`config.mk`:
```
export PLATFORM = sky130hd
export DESIGN_NAME = sdram_front
export DESIGN_NICKNAME = d
export VERILOG_FILES = /design/src/sdram_pkg.sv /design/src/sdram_cfg_regs.sv /design/src/sdram_init.sv /design/src/sdram_refresh.sv /design/src/sdram_cmd_out.sv /design/src/sdram_front.sv
export SDC_FILE = /design/constraint.sdc
export NUM_CORES = 1
export LEC_CHECK = 0
export BUFFER_PORTS_ARGS = -buffer_cell sky130_fd_sc_hd__buf_4
export CAP_MARGIN = 10
export CORE_ASPECT_RATIO = 1.1
export CORE_UTILIZATION = 60
export CTS_CLUSTER_SIZE = 24
export DETAILED_ROUTE_END_ITERATION = 8
export PLACE_DENSITY = 0.88
export SETUP_SLACK_MARGIN = 0.02
export SKIP_LAST_GASP = 1
export SYNTH_ARGS = -nofsm -noshare
export SYNTH_HDL_FRONTEND = slang
export SYNTH_SLANG_ARGS = --single-unit
```
`constraint.sdc`:
```
create_clock -name clock -period 7 [get_ports clock]
set_input_delay 1.05 -clock clock [delete_from_list [all_inputs] [get_ports clock]]
set_output_delay 1.05 -clock clock [all_outputs]
set_load 0.03 [all_outputs]
```
`src/sdram_pkg.sv`:
```
package sdram_pkg;

    // SDRAM command patterns as {cs_n, ras_n, cas_n, we_n}
    localparam logic [3:0] cmd_nop       = 4'b0111;
    localparam logic [3:0] cmd_precharge = 4'b0010;
    localparam logic [3:0] cmd_refresh   = 4'b0001; // Auto refresh
    localparam logic [3:0] cmd_mrs       = 4'b0000; // Mode register set
    localparam logic [3:0] cmd_deselect  = 4'b1111; // Chip not selected

    localparam int addr_w     = 13; // Row/column address pins
    localparam int ba_w       = 2;  // Bank address pins
    localparam int cfg_addr_w = 2;
    localparam int cfg_data_w = 16;
    localparam int cas_w      = 2;  // CAS latency field
    localparam int burst_w    = 3;  // Burst length code

    // Configuration register map
    localparam logic [cfg_addr_w-1:0] cfg_powerup = 2'd0;
    localparam logic [cfg_addr_w-1:0] cfg_mode    = 2'd1; // CAS in 5:4, burst in 2:0
    localparam logic [cfg_addr_w-1:0] cfg_refi    = 2'd2;

    // Init timing in clock cycles at 200 MHz
    localparam int trp_cycles     = 2; // NOPs after PRECHARGE ALL
    localparam int trc_cycles     = 9; // NOPs after each init refresh
    localparam int init_refreshes = 8;
    localparam int init_ref_w     = $clog2(init_refreshes + 1);

    localparam int powerup_w = 15; // Power-up wait width
    localparam int refi_w    = 12; // Refresh interval width

    // Reset values of the configuration registers
    localparam logic [powerup_w-1:0] powerup_default = 15'd20000; // 100 us
    localparam logic [cas_w-1:0]     cas_default     = 2'd3;
    localparam logic [burst_w-1:0]   burst_default   = 3'd0;      // Single location
    localparam logic [refi_w-1:0]    refi_default    = 12'd1560;  // About 7.8 us

    // Mode register field positions, shared with the cfg_mode layout
    localparam int mrs_write_single_bit = 9;
    localparam int mrs_cas_lsb          = 4;
    localparam int mrs_burst_lsb        = 0;

    typedef logic [powerup_w-1:0]  gap_t;     // Init gap counter
    typedef logic [init_ref_w-1:0] ref_cnt_t; // Init refresh counter

endpackage

```
`src/sdram_cfg_regs.sv`:
```
`timescale 1ns/100ps

module sdram_cfg_regs (
    input  logic                             clock,
    input  logic                             reset,
    input  logic                             cfg_write,        // One-cycle write strobe
    input  logic [sdram_pkg::cfg_addr_w-1:0] cfg_addr,
    input  logic [sdram_pkg::cfg_data_w-1:0] cfg_data,
    input  logic                             busy,             // Init in progress
    output logic [sdram_pkg::powerup_w-1:0]  powerup_wait,
    output logic [sdram_pkg::cas_w-1:0]      cas_latency,
    output logic [sdram_pkg::burst_w-1:0]    burst_code,
    output logic [sdram_pkg::refi_w-1:0]     refresh_interval
);

    logic write_ok; // Write allowed this cycle

    // Frozen while the init sequence runs
    assign write_ok = cfg_write && !busy;

    always_ff @(posedge clock or posedge reset) begin
        if (reset) begin
            powerup_wait     <= sdram_pkg::powerup_default;
            cas_latency      <= sdram_pkg::cas_default;
            burst_code       <= sdram_pkg::burst_default;
            refresh_interval <= sdram_pkg::refi_default;
        end else if (write_ok) begin
            case (cfg_addr)
                sdram_pkg::cfg_powerup: begin
                    powerup_wait <= cfg_data[sdram_pkg::powerup_w-1:0]; // Low bits only
                end
                sdram_pkg::cfg_mode: begin
                    // Same field layout as the mode register
                    cas_latency <= cfg_data[sdram_pkg::mrs_cas_lsb +: sdram_pkg::cas_w];
                    burst_code  <= cfg_data[sdram_pkg::mrs_burst_lsb +: sdram_pkg::burst_w];
                end
                sdram_pkg::cfg_refi: begin
                    refresh_interval <= cfg_data[sdram_pkg::refi_w-1:0];
                end
                default: ; // Address 3 is unmapped
            endcase
        end
    end

endmodule

```
`src/sdram_init.sv`:
```
`timescale 1ns/100ps

module sdram_init (
    input  logic                            clock,
    input  logic                            reset,
    input  logic                            start,        // Sampled in idle only
    input  logic [sdram_pkg::powerup_w-1:0] powerup_wait,
    input  logic [sdram_pkg::cas_w-1:0]     cas_latency,
    input  logic [sdram_pkg::burst_w-1:0]   burst_code,
    output logic                            busy,         // High from power-up through MRS
    output logic                            init_done,    // Pulse on the MRS cycle
    output logic [3:0]                      init_cmd,     // {cs_n, ras_n, cas_n, we_n}
    output logic [sdram_pkg::addr_w-1:0]    init_addr
);

    typedef enum logic [2:0] {
        st_idle,
        st_power_up,
        st_precharge,        // PRECHARGE ALL, one cycle
        st_precharge_wait,   // tRP gap
        st_refresh,          // One AUTO REFRESH
        st_refresh_wait,     // tRC gap
        st_mode_set          // MRS, one cycle
    } state_t;

    state_t               state;
    sdram_pkg::gap_t      gap_cnt;  // Counts down remaining NOP cycles
    sdram_pkg::ref_cnt_t  ref_cnt;  // Refreshes issued so far
    logic                 gap_end;  // Last NOP of a gap

    assign gap_end = (gap_cnt == '0);

    always_ff @(posedge clock or posedge reset) begin
        if (reset) begin
            state   <= st_idle;
            gap_cnt <= '0;
            ref_cnt <= '0;
        end else begin
            case (state)
                st_idle: begin
                    if (start) begin
                        state   <= st_power_up;
                        gap_cnt <= powerup_wait - 1'b1; // Wait length read live
                    end
                end
                st_power_up: begin
                    if (gap_end) state <= st_precharge;
                    else         gap_cnt <= gap_cnt - 1'b1;
                end
                st_precharge: begin
                    state   <= st_precharge_wait;
                    gap_cnt <= sdram_pkg::gap_t'(sdram_pkg::trp_cycles - 1);
                    ref_cnt <= '0;                       // Fresh refresh count
                end
                st_precharge_wait: begin
                    if (gap_end) state <= st_refresh;
                    else         gap_cnt <= gap_cnt - 1'b1;
                end
                st_refresh: begin
                    state   <= st_refresh_wait;
                    gap_cnt <= sdram_pkg::gap_t'(sdram_pkg::trc_cycles - 1);
                    ref_cnt <= ref_cnt + 1'b1;
                end
                st_refresh_wait: begin
                    if (!gap_end) begin
                        gap_cnt <= gap_cnt - 1'b1;
                    end else if (ref_cnt ==
                                 sdram_pkg::ref_cnt_t'(sdram_pkg::init_refreshes)) begin
                        state <= st_mode_set;            // All refreshes done
                    end else begin
                        state <= st_refresh;
                    end
                end
                st_mode_set: state <= st_idle;           // tMRD covered by idle
                default:     state <= st_idle;
            endcase
        end
    end

    // Command and address decode from state
    always_comb begin
        busy      = (state != st_idle);
        init_done = 1'b0;
        init_cmd  = sdram_pkg::cmd_nop;
        init_addr = '0;                                  // Don't care except PALL and MRS
        case (state)
            st_precharge: begin
                init_cmd      = sdram_pkg::cmd_precharge;
                init_addr[10] = 1'b1;                    // A10 selects all banks
            end
            st_refresh: begin
                init_cmd = sdram_pkg::cmd_refresh;
            end
            st_mode_set: begin
                init_cmd  = sdram_pkg::cmd_mrs;
                init_done = 1'b1;
                // Sequential burst, standard operation, reserved bits zero
                init_addr[sdram_pkg::mrs_write_single_bit]                  = 1'b1;
                init_addr[sdram_pkg::mrs_cas_lsb +: sdram_pkg::cas_w]       = cas_latency;
                init_addr[sdram_pkg::mrs_burst_lsb +: sdram_pkg::burst_w]   = burst_code;
            end
            default: begin
                init_cmd = sdram_pkg::cmd_nop;           // Idle and all gaps
            end
        endcase
    end

endmodule

```
`src/sdram_refresh.sv`:
```
`timescale 1ns/100ps

module sdram_refresh (
    input  logic                         clock,
    input  logic                         reset,
    input  logic                         init_done,        // MRS cycle of init
    input  logic                         busy,             // Init running
    input  logic [sdram_pkg::refi_w-1:0] refresh_interval,
    output logic                         ready,            // Memory usable
    output logic [3:0]                   ref_cmd           // {cs_n, ras_n, cas_n, we_n}
);

    logic [sdram_pkg::refi_w-1:0] interval_cnt; // Cycles since last restart
    logic                         refresh_due;

    // Due once the count reaches the interval
    assign refresh_due = ready && (interval_cnt == refresh_interval);

    always_ff @(posedge clock or posedge reset) begin
        if (reset) begin
            ready <= 1'b0;
        end else if (init_done) begin
            ready <= 1'b1;                         // Init finishing this cycle
        end else if (busy) begin
            ready <= 1'b0;                         // New init started
        end
    end

    always_ff @(posedge clock or posedge reset) begin
        if (reset) begin
            interval_cnt <= '0;
        end else if (init_done || refresh_due) begin
            interval_cnt <= sdram_pkg::refi_w'(1); // One cycle already elapsed next edge
        end else if (ready) begin
            interval_cnt <= interval_cnt + 1'b1;
        end
    end

    // Deselect until init has completed
    always_comb begin
        if (!ready) begin
            ref_cmd = sdram_pkg::cmd_deselect;
        end else if (refresh_due) begin
            ref_cmd = sdram_pkg::cmd_refresh;
        end else begin
            ref_cmd = sdram_pkg::cmd_nop;
        end
    end

endmodule

```
`src/sdram_cmd_out.sv`:
```
`timescale 1ns/100ps

module sdram_cmd_out (
    input  logic                         clock,
    input  logic                         reset,
    input  logic                         busy,       // Init owns the pins
    input  logic [3:0]                   init_cmd,
    input  logic [sdram_pkg::addr_w-1:0] init_addr,
    input  logic [3:0]                   ref_cmd,    // Refresh engine command
    output logic [sdram_pkg::addr_w-1:0] dram_addr,
    output logic [sdram_pkg::ba_w-1:0]   dram_ba,
    output logic                         dram_cs_n,
    output logic                         dram_ras_n,
    output logic                         dram_cas_n,
    output logic                         dram_we_n
);

    logic [3:0]                   next_cmd;
    logic [sdram_pkg::addr_w-1:0] next_addr;

    // Owner select, refresh commands carry no address
    assign next_cmd  = busy ? init_cmd  : ref_cmd;
    assign next_addr = busy ? init_addr : '0;

    assign dram_ba = '0; // Only bank 0 is used

    // Pin registers, one cycle behind the source
    always_ff @(posedge clock or posedge reset) begin
        if (reset) begin
            {dram_cs_n, dram_ras_n, dram_cas_n, dram_we_n} <= sdram_pkg::cmd_deselect;
            dram_addr                                      <= '0;
        end else begin
            {dram_cs_n, dram_ras_n, dram_cas_n, dram_we_n} <= next_cmd;
            dram_addr                                      <= next_addr;
        end
    end

endmodule

```
`src/sdram_front.sv`:
```
`timescale 1ns/100ps

module sdram_front (
    input  logic                             clock,
    input  logic                             reset,
    input  logic                             start,      // Begin init
    input  logic                             cfg_write,
    input  logic [sdram_pkg::cfg_addr_w-1:0] cfg_addr,
    input  logic [sdram_pkg::cfg_data_w-1:0] cfg_data,
    output logic                             busy,
    output logic                             ready,
    output logic [sdram_pkg::addr_w-1:0]     dram_addr,
    output logic [sdram_pkg::ba_w-1:0]       dram_ba,
    output logic                             dram_cs_n,
    output logic                             dram_ras_n,
    output logic                             dram_cas_n,
    output logic                             dram_we_n
);

    logic [sdram_pkg::powerup_w-1:0] powerup_wait;
    logic [sdram_pkg::cas_w-1:0]     cas_latency;
    logic [sdram_pkg::burst_w-1:0]   burst_code;
    logic [sdram_pkg::refi_w-1:0]    refresh_interval;
    logic                            init_done;     // MRS cycle
    logic [3:0]                      init_cmd;
    logic [sdram_pkg::addr_w-1:0]    init_addr;
    logic [3:0]                      ref_cmd;

    sdram_cfg_regs sdram_cfg_regs_inst (
        .clock(clock), .reset(reset), .cfg_write(cfg_write), .cfg_addr(cfg_addr),
        .cfg_data(cfg_data), .busy(busy), .powerup_wait(powerup_wait),
        .cas_latency(cas_latency), .burst_code(burst_code),
        .refresh_interval(refresh_interval)
    );

    sdram_init sdram_init_inst (
        .clock(clock), .reset(reset), .start(start), .powerup_wait(powerup_wait),
        .cas_latency(cas_latency), .burst_code(burst_code), .busy(busy),
        .init_done(init_done), .init_cmd(init_cmd), .init_addr(init_addr)
    );

    sdram_refresh sdram_refresh_inst (
        .clock(clock), .reset(reset), .init_done(init_done), .busy(busy),
        .refresh_interval(refresh_interval), .ready(ready), .ref_cmd(ref_cmd)
    );

    sdram_cmd_out sdram_cmd_out_inst (
        .clock(clock), .reset(reset), .busy(busy), .init_cmd(init_cmd),
        .init_addr(init_addr), .ref_cmd(ref_cmd), .dram_addr(dram_addr),
        .dram_ba(dram_ba), .dram_cs_n(dram_cs_n), .dram_ras_n(dram_ras_n),
        .dram_cas_n(dram_cas_n), .dram_we_n(dram_we_n)
    );

endmodule

```
# Word level (Yosys, flattened, before mapping)

Cells that the tools add are included.

Bits of input ports: 22
Output and inout port bits: 21
Flip-flop bits (word level): 84
Logic and storage cells: 74

Reductions and logical operators: 18
Multiplexer cells: 23
$add $sub $neg: 4
Equal/unequal tests: 15

Operator list:

| kind                    | number |
|---|---|
| $pmux W15 S4            | 1 |
| $mux W15                | 2 |
| $sub A15 B1 Y15 const B | 2 |
| $mux W12                | 2 |
| $mux W3                 | 6 |
| $pmux W3 S6             | 1 |
| $logic_not A15 Y1       | 1 |
| $add A12 B1 Y12 const B | 1 |
| $eq A12 B12 Y1          | 1 |
| $mux W11                | 1 |
| $eq A3 B3 Y1 const B    | 3 |
| $pmux W3 S3             | 1 |
| $mux W4                 | 2 |
| $pmux W4 S2             | 1 |
| $eq A3 B2 Y1 const B    | 2 |
| $ne A2 B1 Y1 const B    | 3 |
| $reduce_and A2 Y1       | 3 |
| $reduce_bool A2 Y1      | 3 |
| $add A4 B1 Y4 const B   | 1 |
| $eq A4 B4 Y1 const B    | 1 |
| $mux W1                 | 4 |
| $mux W2                 | 2 |
| $ne A2 B2 Y1 const B    | 2 |
| $reduce_and A4 Y1       | 1 |
| other kinds (12)        | 13 |

# Logic depth before layout (Yosys ltp)

Gate-level depths: netlist (run 1).

Depth after elaboration: 5
Gate-level depth with buffers: 11
Gate-level depth less buffers: 8

# Modules after synthesis

A second synthesis (run 1) with hierarchy kept.

Cell total of the unflattened synthesis: 422
Area total of the unflattened synthesis: 4489.3 um2

Modules (own cells, without submodules):

| module         | seq. area each (um2) | cells each | times used | area each (um2) |
|---|---|---|---|---|
| sdram_init     | 550.5                | 229        | 1          | 1793.0 |
| sdram_cfg_regs | 814.5                | 70         | 1          | 1249.9 |
| sdram_refresh  | 325.3                | 83         | 1          | 829.5 |
| sdram_cmd_out  | 430.4                | 40         | 1          | 616.8 |

# Worst setup path after synthesis (run 1)

No wires, ideal clock.

Kind: register to register
Start: reg sdram_init_inst.state[0]
End: reg sdram_init_inst.gap_cnt[12]
Period minus slack after synthesis: 2.740 ns
Slack: 4.260 ns
Library setup time: 0.138 ns
Required time: 6.862 ns
Buffers on the path: 3
Cell stages (with the launch flop): 12
Arrival time: 2.603 ns
Cell sequence: dfrtp_1 -> a21bo_2 -> buf_2 -> clkbuf_1 -> buf_2 -> mux2i_1 -> ha_1 -> nor4b_4 -> a31oi_2 -> and4bb_4 -> mux2i_1 -> o221ai_1

Longest elaborated chain between the ends: 4
Elaborated cells on any way between the ends: 12
Those cells by class: eq/ne: 7; mux: 1; reduce/logical: 4

RTL lines:

| item                                                                | line             | source |
|---|---|---|
| start, declared                                                     | sdram_init.sv:26 | `state_t state;` |
| start signal, assigned                                              | sdram_init.sv:35 | `state <= st_idle;` |
| start signal, assigned                                              | sdram_init.sv:42 | `state <= st_power_up;` |
| start signal, assigned                                              | sdram_init.sv:47 | `if (gap_end) state <= st_precharge;` |
| $eq A3 B1 Y1, or another cell as far along                          | sdram_init.sv:39 | `case (state)` |
| $reduce_or A3 Y1 (no line)                                          | n/a              |  |
| $ne A2 B2 Y1 (no line) / $reduce_bool A4 Y1 (equally long branches) | n/a              |  |
| $reduce_and A3 Y1 (no line)                                         | n/a              |  |
| end signal, assigned                                                | sdram_init.sv:43 | `gap_cnt <= powerup_wait - 1'b1;` |
| end signal, assigned                                                | sdram_init.sv:48 | `else gap_cnt <= gap_cnt - 1'b1;` |
| end signal, assigned                                                | sdram_init.sv:52 | `gap_cnt <= sdram_pkg::gap_t'(sdram_pkg::trp_cycles - 1);` |
| end, declared                                                       | sdram_init.sv:27 | `sdram_pkg::gap_t gap_cnt;` |

Parallel ways exist; a longest one is shown, timed or not.
A chain may end at the register's enable or synchronous reset.

# Worst setup path after layout (run 1)

Ends and elaborated chain as after synthesis.

==> results of run 1 <==
==> synthesized netlist by cell type (2+ instances only) <==
master	instances
a211oi_1	2
a21o_1	5
a21oi_1	13
a22oi_1	2
a31oi_1	2
and2_1	11
buf_2	8
buf_4	9
buf_6	2
clkbuf_1	7
dfrtp_1	63
dfstp_2	15
ha_1	4
inv_1	7
mux2_2	34
mux2i_1	17
nand2_1	30
nand2b_1	6
nand3_1	3
nand3b_1	2
nand4_1	9
nor2_1	41
nor3_1	11
nor3_2	3
nor3b_1	2
nor4_1	5
o211ai_1	4
o21ai_0	25
o21ai_1	2
o21bai_1	2
o221ai_1	6
or3_1	3
or4_4	3
xnor2_1	10
xor2_1	17
==> worst min-delay path by stage <==
stage	from	endpoint	slack, ps	depth (start not counted)
finish	sdram_cfg_regs_inst.burst_code[0]	sdram_cmd_out_inst.dram_addr[0]	490	1
global route	sdram_cfg_regs_inst.burst_code[0]	sdram_cmd_out_inst.dram_addr[0]	510	1
CTS	sdram_cfg_regs_inst.burst_code[0]	sdram_cmd_out_inst.dram_addr[0]	490	1
detailed placement	sdram_cfg_regs_inst.burst_code[0]	sdram_cmd_out_inst.dram_addr[0]	470	1
global placement	sdram_cfg_regs_inst.burst_code[2]	sdram_cmd_out_inst.dram_addr[2]	460	1
floorplan	sdram_cfg_regs_inst.burst_code[0]	sdram_cmd_out_inst.dram_addr[0]	450	1
==> cell families after synthesis <==
family | count (synthesis)
DFF | 78
xor gates and xnor gates | 27
AOI/OAI and AO/OA | 75
other | 1
and+or+nand+nor | 141
muxes | 53
buffers and inverters | 36
adders and majority gates | 4
==> sequential cells by signal (all words and copies together) (netlist names) <==
register,flops
sdram_cfg_regs_inst.powerup_wait,15
sdram_init_inst.gap_cnt,15
sdram_cfg_regs_inst.refresh_interval,12
sdram_refresh_inst.interval_cnt,12
sdram_cmd_out_inst.dram_addr,7
sdram_init_inst.ref_cnt,4
sdram_cfg_regs_inst.burst_code,3
sdram_init_inst.state,3
sdram_cfg_regs_inst.cas_latency,2
sdram_cmd_out_inst.dram_cas_n,1
sdram_cmd_out_inst.dram_cs_n,1
sdram_cmd_out_inst.dram_ras_n,1
sdram_cmd_out_inst.dram_we_n,1
sdram_refresh_inst.ready,1
==> final cells by class <==
class	instances	area (sq um)
clock buffers	9	123.9
clock inverters	7	81.33
fillers	544	2220
inverters	7	26.28
multi-input cells	308	2168
flip-flops and latches	78	1971
well taps	85	106.4
repair buffers	36	270.3
==> critical path: stages (launching register included) <==
cell	delay (ps)
dfrtp_1	630
a21boi_2	230
buf_4	330
mux2i_2	490
ha_1	510
nor4b_4	320
a31oi_2	100
and4bb_4	370
mux2i_1	180
o221ai_1	140
==> power by group <==
part | internal, W | switching (W)
logic | 0.00000779 | 0.0000177
registers | 0.000451 | 0
clock network | 0.000169 | 0.000184
==> cells in the final DEF (no fill, tap or decap), drive strengths merged, types with 2 or more instances in the layout <==
cell type  instances
a211oi             2
a21o               5
a21oi             13
a22oi              2
a31oi              3
and2              12
buf               36
clkbuf             9
clkinvlp           3
conb               8
dfrtp             63
dfstp             15
ha                 4
inv               10
mux2              35
mux2i             18
nand2             30
nand2b             6
nand3              3
nand3b             2
nand4              9
nor2              42
nor3              14
nor3b              2
nor4               7
o211ai             5
o21ai             28
o21bai             2
o221ai             6
or3                3
or4                4
xnor2             10
xor2              17
==> routing by layer <==
layer / vias to the layer above / part of all wire / track usage
met5: - / 0 / 0
met4: 0 / 0.021 / 0.1020
met3: 19 / 0.035 / 0.05657
met2: 94 / 0.51 / 0.4406
met1: 1595 / 0.43 / 0.3630
li1: 1508 / - / -
==> per-stage QoR <==
stage / instance area, sq um / utilization / hold WS (ps) / power (W)
after floorplan: 4334 / - / 447.4 / 0.0004752
after global placement: 4542 / 0.6519 / 456.0 / 0.0004848
after detailed placement: 4542 / 0.6519 / 471.0 / 0.0004852
after CTS: 4747 / 0.6814 / 491.4 / 0.0008338
after global routing: 4747 / 0.6814 / 512.7 / 0.0008551
final: 4747 / 0.6814 / 493.1 / 0.0008299
==> flow_summary.yaml, run 1 <==
synth:
  synth_area_per_cell_sq_um: 10.38
  synth_area_leaders: "dfrtp_1 (37%), dfstp_2 (9.1%), mux2_2 (8.9%)"
  yosysSeqAreaShare: 0.4574
  yosys.area_share.simple: 0.1812
  synthCells: 415
  yosys.area.top_type_share: 0.3660
  synth_area_sq_um: 4308
  yosys.area.top_type: "dfrtp_1"
  synthDistinctLibCells: 65
  synth_edf_count: 0
  synth_top_family_by_area: "simple AND/OR/NAND/NOR gates"
  synth_warnings: 0
  synthMuxAreaShare: 0.1342
  synthXorXnorAreaFrac: 0.05489
  synthAdderAreaFrac: 0.01162
  ys_ff_latch: 78
  synthArstFlopShare: 1.000
  ys_dominant_reg_cell: "dfrtp_1"
  synth_compound_area_frac: 0.1136
drt:
  drt_pass1_iterations: 4
  drt-vias-per-instance: 6.068
  drc: 0
  ant_nets: 0
  vias: 3216
  wl_um: 9205
  drtIter0Drc: 280
  routedWlPerCell_um: 17.37
clocking:
  post_cts_resized: 0
  ctsHtreeMaxLevel: 3
  root_buffer: "clkbuf_8"
  cts_buffer_depth: 2
  post_cts_buffers: 0
  clk_latency_ps: 360
  clkTransAtPathRegs_ps: 90
  postCtsHoldBufs: 0
  cts_tree: "yes"
  cts_buffers: 9
  cts_num_sinks: 78
outcome:
  outcome: "finished clean"
critical_path:
  r2r_cells: 9
  cp_max_fo: 29
  rr_endpoint: "sdram_init_inst.gap_cnt[12]"
  cp-start-kind: "flop"
  worstSetupEndpointType: "flop"
  crit_arrival_ps: 3670
  critPathKind: "reg -> reg"
  critPathCapture: "sdram_init_inst.gap_cnt[12]"
  rr_startpoint: "sdram_init_inst.state[0]"
  startpoint: "sdram_init_inst.state[0]"
  r2r_slack_ps: 3560
  cp.required_ps: 7230
sta:
  fin_setup_tns_ps: 0
  setup_slack_ps: 3563
  rsz0062_at_grt: "false"
  final.period_utilization: 0.4911
  max_freq_ghz: 0.2909
  setup_viol: 0
  worst_slew_pin_slew_ps: 979.4
  min_period_ps: 3437
  fin_skew_ps: 7.278
  slew_headroom: 0.3471
  slew_viol_final: 0
  final_hold_viol_count: 0
floorplan:
  start_util: 0.6184
  die_width_um: 82.79
  die_h_um: 90.87
  die_area_sq_um: 7523
  coreArea_sq_um: 6967
  num_rows: 32
  io_pins: 43
min_path:
  hp-class: "reg -> reg"
placement:
  hpwl_um: 6383
  dp_cells: 514
  port_buffers: 33
  gp_congestion: 0.8141
  dpl_worst_slack_ps: 3621
layout:
  final_nets: 466
  diodes: 0
  fin_cells: 530
  final_layout_size_suffix_gt1_frac: 0.2674
  area_growth_pct: 10.19
global_route:
  grt_pass1_wl_um: 15590
  grt_max_degree: 79
  grt_pass1_vias: 3215
  antenna_found_initial: 0
  grt_usage: 0.2751
  grt_remaining_overflow: 0
flow_run:
  cap_violations: 0
power:
  leakagePower_nw: 2.205
  irDropWorstVdd_uv: 182.8
  power_density_nw_per_um2: 174.8
Note: power is estimated with default switching activity, not from simulation.
==> run 2: changes to the inputs <==
--- a/config.mk
+++ b/config.mk
@@ -8,10 +8,10 @@
 export BUFFER_PORTS_ARGS = -buffer_cell sky130_fd_sc_hd__buf_4
 export CAP_MARGIN = 10
 export CORE_ASPECT_RATIO = 1.1
-export CORE_UTILIZATION = 60
+export CORE_UTILIZATION = 54
 export CTS_CLUSTER_SIZE = 24
 export DETAILED_ROUTE_END_ITERATION = 8
-export PLACE_DENSITY = 0.88
+export PLACE_DENSITY = 0.84
 export SETUP_SLACK_MARGIN = 0.02
 export SKIP_LAST_GASP = 1
 export SYNTH_ARGS = -nofsm -noshare
==> constraint.sdc (replaced) <==
create_clock -name clock -period 3 [get_ports clock]
set_input_delay 0.45 -clock clock [delete_from_list [all_inputs] [get_ports clock]]
set_output_delay 0.45 -clock clock [all_outputs]
set_load 0.03 [all_outputs]
==> run 2 against run 1 <==
- routed wire length decreased by 5.0%
- clock power up 120%
- cell area grew 2.0%
- first-iteration DRC count shrank 40%
- sequential share of layout area decreased by 0.83 points
- worst hold slack worse by 310 ps
- final cell count rose by 5.5%
- via count increased by 0.37%
- critical path type unchanged
==> flow_summary.yaml, run 2 (synthesis gave the netlist of run 1 again) <==
outcome:
  outcome: "finished clean"
layout:
  diodes: 0
  layout_commonest_cell: "dfrtp_1"
  final_nets: 475
  fin_area_sq_um: 4843
  mostFrequentLayoutCells: "dfrtp_1 (63), buf_4 (44), nor2_1 (41), mux2_2 (34), nand2_1 (30)"
  final_layout_size_suffix_gt1_frac: 0.2797
  reg_top3: "sdram_cfg_regs_inst.powerup_wait: 15 flops, sdram_init_inst.gap_cnt: 15 flops"
  area_growth_pct: 12.43
critical_path:
  cp_max_fo: 14
  cp-start-kind: "flop"
  worst_path_max_delay_cell: "dfrtp_1"
  worst_path_most_repeated_cell: "mux2i_1"
  cp_top_family: "flip-flops"
  worstPathCellList: "a21bo_2 > mux2i_1 > ha_1 > nor4b_4 > a31oi_2 > and4bb_4 > mux2i_1 > o221ai_1"
  crit_path_max_incr_delay_ps: 630
  worstSetupEndpointType: "flop"
  crit_arrival_ps: 2690
  critPathKind: "reg -> reg"
  cp.required_ps: 3220
  critPathBufInv: 0
global_route:
  grt_pass1_vias: 3094
  antenna_found_initial: 0
  grt_usage: 0.2357
  grt_max_degree: 50
  grt_remaining_overflow: 0
  grt_pass1_wl_um: 14910
drt:
  vias: 3228
  drt-vias-per-instance: 5.775
  drc: 0
  drt_pass1_iterations: 5
  routedWlPerCell_um: 15.65
  ant_nets: 0
  drtIter0Drc: 168
  wl_um: 8747
clocking:
  root_buffer: "clkbuf_8"
  ctsHtreeMaxLevel: 3
  clkTransAtPathRegs_ps: 90
  cts_tree: "yes"
  cts_num_sinks: 78
  post_cts_buffers: 0
  post_cts_resized: 0
  cts_buffers: 9
  cts_buffer_depth: 2
  postCtsHoldBufs: 0
  clk_latency_ps: 360
flow_run:
  cap_violations: 0
floorplan:
  die_h_um: 95.68
  start_util: 0.5670
  coreArea_sq_um: 7597
  num_rows: 33
  die_width_um: 87.16
  io_pins: 43
  die_area_sq_um: 8339
power:
  irDropWorstVdd_uv: 299.3
  leakagePower_nw: 2.257
  power_density_nw_per_um2: 394.0
  p_sw_frac: 0.2340
  clockPowerShare: 0.417
  total_power_w: 0.001909
  p_comb_frac: 0.032
  seqPwrFrac: 0.551
  p_switching_w: 0.0004466
  power.internal_w: 0.001462
placement:
  port_buffers: 33
  gp_congestion: 0.8728
  postPlaceCellArea_sq_um: 4647
  hpwl_um: 6190
sta:
  final_hold_viol_count: 0
  rsz0062_at_grt: "false"
  setup_viol: 0
  worst_slew_pin_slew_ps: 915.3
  fin_setup_tns_ps: 0
  max_freq_ghz: 0.4046
  slew_headroom: 0.3857
  fin_skew_ps: 10.15
  slew_viol_final: 0
  min_period_ps: 2472
  final.period_utilization: 0.8239
min_path:
  hp-class: "in -> async"
[run 2: power by group through the flow]
| stage | clock [W] | sequential (W) | combinational [W] |
|---|---|---|---|
| 6_report | 0.000796 | 0.00105 | 0.0000613 |
| 3_3_place_gp | 0 | 0.00107 | 0.0000620 |
| 4_1_cts | 0.000810 | 0.00105 | 0.0000630 |
| 2_1_floorplan | 0 | 0.00107 | 0.0000371 |
| 5_1_grt | 0.000849 | 0.00105 | 0.0000689 |
| 3_5_place_dp | 0 | 0.00107 | 0.0000629 |
[run 2: through the flow]
stage	util	setup slack, ps	instances	hold WS, ps
floorplan	-	259.6	422	447.4
global placement	0.6117	649.6	543	457.9
detailed placement	0.6117	587.8	543	463.8
CTS	0.6375	538.3	559	202.0
global route	0.6375	390.9	559	235.8
finish	0.6375	528.4	559	179.4
[run 2: routing by layer]
layer  track usage  wire length (um)  up-vias
met3       0.04675               392       12
li1              -                 -     1534
met1        0.3152              3898     1598
met5             0                 0        -
met4       0.08470               136        0
met2        0.3832              4319       84
[run 2: final timing paths]
check	startpoint	to	slack (ps)	cells past startpoint
max reg2reg	sdram_init_inst.state[2]	sdram_init_inst.gap_cnt[12]	530	8
max	sdram_init_inst.state[2]	sdram_init_inst.gap_cnt[12]	530	8
min in group clock	cfg_data[14]	sdram_cfg_regs_inst.powerup_wait[14]	320	2
min reg2reg	sdram_cfg_regs_inst.burst_code[1]	sdram_cmd_out_inst.dram_addr[1]	480	1
min	reset	sdram_refresh_inst.ready	180	2
max in group asynchronous	reset	sdram_cfg_regs_inst.powerup_wait[9]	2080	3
[run 2: layout make-up]
cell class,instances,area (sq um)
Fill cell,604,2754
Multi-Input combinational cell,308,2168
Sequential cell,78,1971
Timing Repair Buffer,45,350.3
Tap cell,105,131.4
Clock buffer,10,127.6
Clock inverter,6,68.82
Inverter,7,26.28
==> run 3: changes to the inputs <==
--- a/config.mk
+++ b/config.mk
@@ -5,13 +5,14 @@
 export SDC_FILE = /design/constraint.sdc
 export NUM_CORES = 1
 export LEC_CHECK = 0
+export ABC_AREA = 1
 export BUFFER_PORTS_ARGS = -buffer_cell sky130_fd_sc_hd__buf_4
 export CAP_MARGIN = 10
 export CORE_ASPECT_RATIO = 1.1
-export CORE_UTILIZATION = 54
+export CORE_UTILIZATION = 53
 export CTS_CLUSTER_SIZE = 24
 export DETAILED_ROUTE_END_ITERATION = 8
-export PLACE_DENSITY = 0.84
+export PLACE_DENSITY = 0.83
 export SETUP_SLACK_MARGIN = 0.02
 export SKIP_LAST_GASP = 1
 export SYNTH_ARGS = -nofsm -noshare
==> constraint.sdc (replaced) <==
create_clock -name clock -period 2.2 [get_ports clock]
set_input_delay 0.33 -clock clock [delete_from_list [all_inputs] [get_ports clock]]
set_output_delay 0.33 -clock clock [all_outputs]
set_load 0.03 [all_outputs]
==> run 3 against run 2 <==
- combinational power grew to 31 times the previous value
- worst setup slack lost 330 ps
- power increased to 2.7 times the previous value
- sequential power up 110%
- largest power group unchanged
==> flow_summary.yaml, run 3 <==
synth:
  synth_area_per_cell_sq_um: 8.147
  synth_area_sq_um: 4220
  yosys.area.top_type: "dfrtp_1"
  yosys.area.top_type_share: 0.3736
  ys_ff_latch: 78
  yosysMostFrequentCell: "nand2_1"
  synth_warnings: 0
  synthDistinctLibCells: 39
  synth_common_cells: "nand2_1 (123), inv_1 (66), dfrtp_1 (63), nand3_1 (47), nor2_1 (47)"
  synthCells: 518
  synth_edf_count: 0
  yosysSeqAreaShare: 0.4669
  synthArstFlopShare: 1.000
  ys_dominant_reg_cell: "dfrtp_1"
  synth_area_leaders: "dfrtp_1 (37%), nand2_1 (11%), dfstp_2 (9.3%)"
power:
  p_switching_w: 0.002107
  irDropWorstVdd_uv: 521.3
  leakagePower_nw: 2.368
  seqPwrFrac: 0.424
  p_sw_frac: 0.4079
  clockPowerShare: 0.208
  p_comb_frac: 0.369
  total_power_w: 0.005166
  power.internal_w: 0.003059
  power_density_nw_per_um2: 1074
layout:
  reg_top3: "sdram_cfg_regs_inst.powerup_wait: 15 flops, sdram_init_inst.gap_cnt: 15 flops"
  fin_area_sq_um: 4812
  area_growth_pct: 14.02
  final_layout_size_suffix_gt1_frac: 0.2067
  mostFrequentLayoutCells: "nand2_1 (123), inv_1 (65), dfrtp_1 (63), nor2_1 (47), nand3_1 (46)"
  final_nets: 587
  diodes: 0
  layout_commonest_cell: "nand2_1"
  nFillCells: 678
global_route:
  antenna_found_initial: 0
  grt_usage: 0.2471
  grt_max_degree: 32
  grt_remaining_overflow: 0
  grt_pass1_vias: 3456
  grt_pass1_wl_um: 15610
sta:
  rsz0062_at_grt: "true"
  min_period_ps: 2006
  final.period_utilization: 0.9118
  setup_viol: 0
  max_freq_ghz: 0.4985
  fin_hold_ws_ps: 62.80
  final_hold_viol_count: 0
  fin_skew_ps: 17.34
  fin_setup_tns_ps: 0
  worst_slew_pin_slew_ps: 698.7
  slew_headroom: 0.5332
  slew_viol_final: 0
clocking:
  cts_num_sinks: 78
  post_cts_buffers: 0
  root_buffer: "clkbuf_8"
  cts_tree: "yes"
  clkTransAtPathRegs_ps: 100
  cts_buffers: 9
  clk_latency_ps: 360
  cts_buffer_depth: 2
  ctsHtreeMaxLevel: 3
critical_path:
  worstPathCellList: "nand2_2 > nand2_4 > nand2_1 > nand2_1 > ha_1 > nand3_4 > nor3_4 > nand2_1 > nand3_1 > o21ai_1"
  crit_arrival_ps: 2250
  critPathBufInv: 0
  crit_path_max_incr_delay_ps: 460
  worst_path_most_repeated_cell: "nand2_1"
  cp.required_ps: 2450
  worstSetupEndpointType: "flop"
  critPathKind: "reg -> reg"
  worst_path_max_delay_cell: "dfrtp_1"
  cp_top_family: "simple AND/OR/NAND/NOR gates"
  cp-start-kind: "flop"
  cp_max_fo: 8
drt:
  drtIter0Drc: 276
  wl_um: 9310
  drt_pass1_iterations: 5
  drc: 0
  drt-vias-per-instance: 5.231
  vias: 3510
  ant_nets: 0
  routedWlPerCell_um: 13.87
floorplan:
  die_h_um: 95.59
  num_rows: 33
  coreArea_sq_um: 7597
  start_util: 0.5555
  die_area_sq_um: 8324
  io_pins: 43
  die_width_um: 87.08
placement:
  gp_congestion: 0.8728
  port_buffers: 33
  postPlaceCellArea_sq_um: 4604
  hpwl_um: 6863
outcome:
  outcome: "finished clean"
min_path:
  hp-class: "in -> async"
flow_run:
  cap_violations: 0
run 3: cell count changes after synthesis, moves of 6 or more:
cell      change
and2_1       -11
clkbuf_1      -6
inv_1        +59
mux2_2       -27
mux2i_1      -17
nand2_1      +93
nand2_2      +11
nand2b_1      -6
nand3_1      +44
nor2_1        +6
o21ai_0      +11
o221ai_1      -6
xor2_1       -11
run 3: cell type report:
| class | instances | area, sq um | share of cell area |
|---|---|---|---|
| Clock buffer | 9 | 123.9 | 0.02574 |
| Clock inverter | 7 | 72.57 | 0.01508 |
| Inverter | 70 | 266.5 | 0.05538 |
| Multi-Input combinational cell | 357 | 1872 | 0.3890 |
| Sequential cell | 78 | 1971 | 0.4095 |
| Tap cell | 105 | 131.4 | 0.02730 |
| Timing Repair Buffer | 45 | 375.4 | 0.07800 |
run 3: cells by family (layout without fill, tap and decap cells):
| group | Yosys count | in the layout | synth area share |
|---|---|---|---|
| adders and majority gates | 4 | 4 | 0.01186 |
| muxes | 10 | 10 | 0.02668 |
| xor gates and xnor gates | 14 | 14 | 0.02905 |
| DFF | 78 | 78 | 0.4669 |
| AOI/OAI and AO/OA | 56 | 56 | 0.06937 |
| other | 1 | 8 | 0.0008886 |
| and+or+nand+nor | 265 | 265 | 0.2968 |
| buffers and inverters | 90 | 131 | 0.09842 |
run 3: path summary, 6_finish.rpt:
| check | startpoint | end | slack (ps) | cells after the start |
|---|---|---|---|---|
| max reg2reg | sdram_init_inst.state[1] | sdram_init_inst.gap_cnt[6] | 190 | 10 |
| min in group clock | cfg_data[14] | sdram_cfg_regs_inst.powerup_wait[14] | 180 | 3 |
| max | sdram_init_inst.state[1] | sdram_init_inst.gap_cnt[6] | 190 | 10 |
| min | reset | sdram_cmd_out_inst.dram_addr[0] | 60 | 2 |
| min reg2reg | sdram_init_inst.ref_cnt[3] | sdram_init_inst.ref_cnt[3] | 480 | 1 |
| max in group asynchronous | reset | sdram_cmd_out_inst.dram_ras_n | 1500 | 3 |
run 3: power groups by stage:
stage	registers (W)	clock network (W)	logic (W)
floorplan	0.00214	0	0.00147
global placement	0.00219	0	0.00179
detailed placement	0.00220	0	0.00186
CTS	0.00219	0.00108	0.00187
global route	0.00224	0.00116	0.00215
finish	0.00219	0.00107	0.00190
run 3: metrics by stage:
stage | setup slack (ps) | std cells | utilization
after global placement | 283.5 | 655 | 0.6061
after CTS | 196.9 | 671 | 0.6319
after global routing | -3.841 | 671 | 0.6334
after detailed placement | 206.2 | 655 | 0.6061
after floorplan | 514.0 | 525 | -
final | 194.0 | 671 | 0.6334
run 3: metal layers:
layer / GRT usage / part of all wire
met2: 0.4167 / 0.48
met5: 0 / 0
met1: 0.3191 / 0.45
met3: 0.04329 / 0.056
met4: 0.08889 / 0.018
run 3: repair_timing:
action                     4_1_cts  5_1_grt
setup endpoints to repair        0        6
hold endpoints to repair         0        0
hold buffers                     0        0
resized for setup                0        2
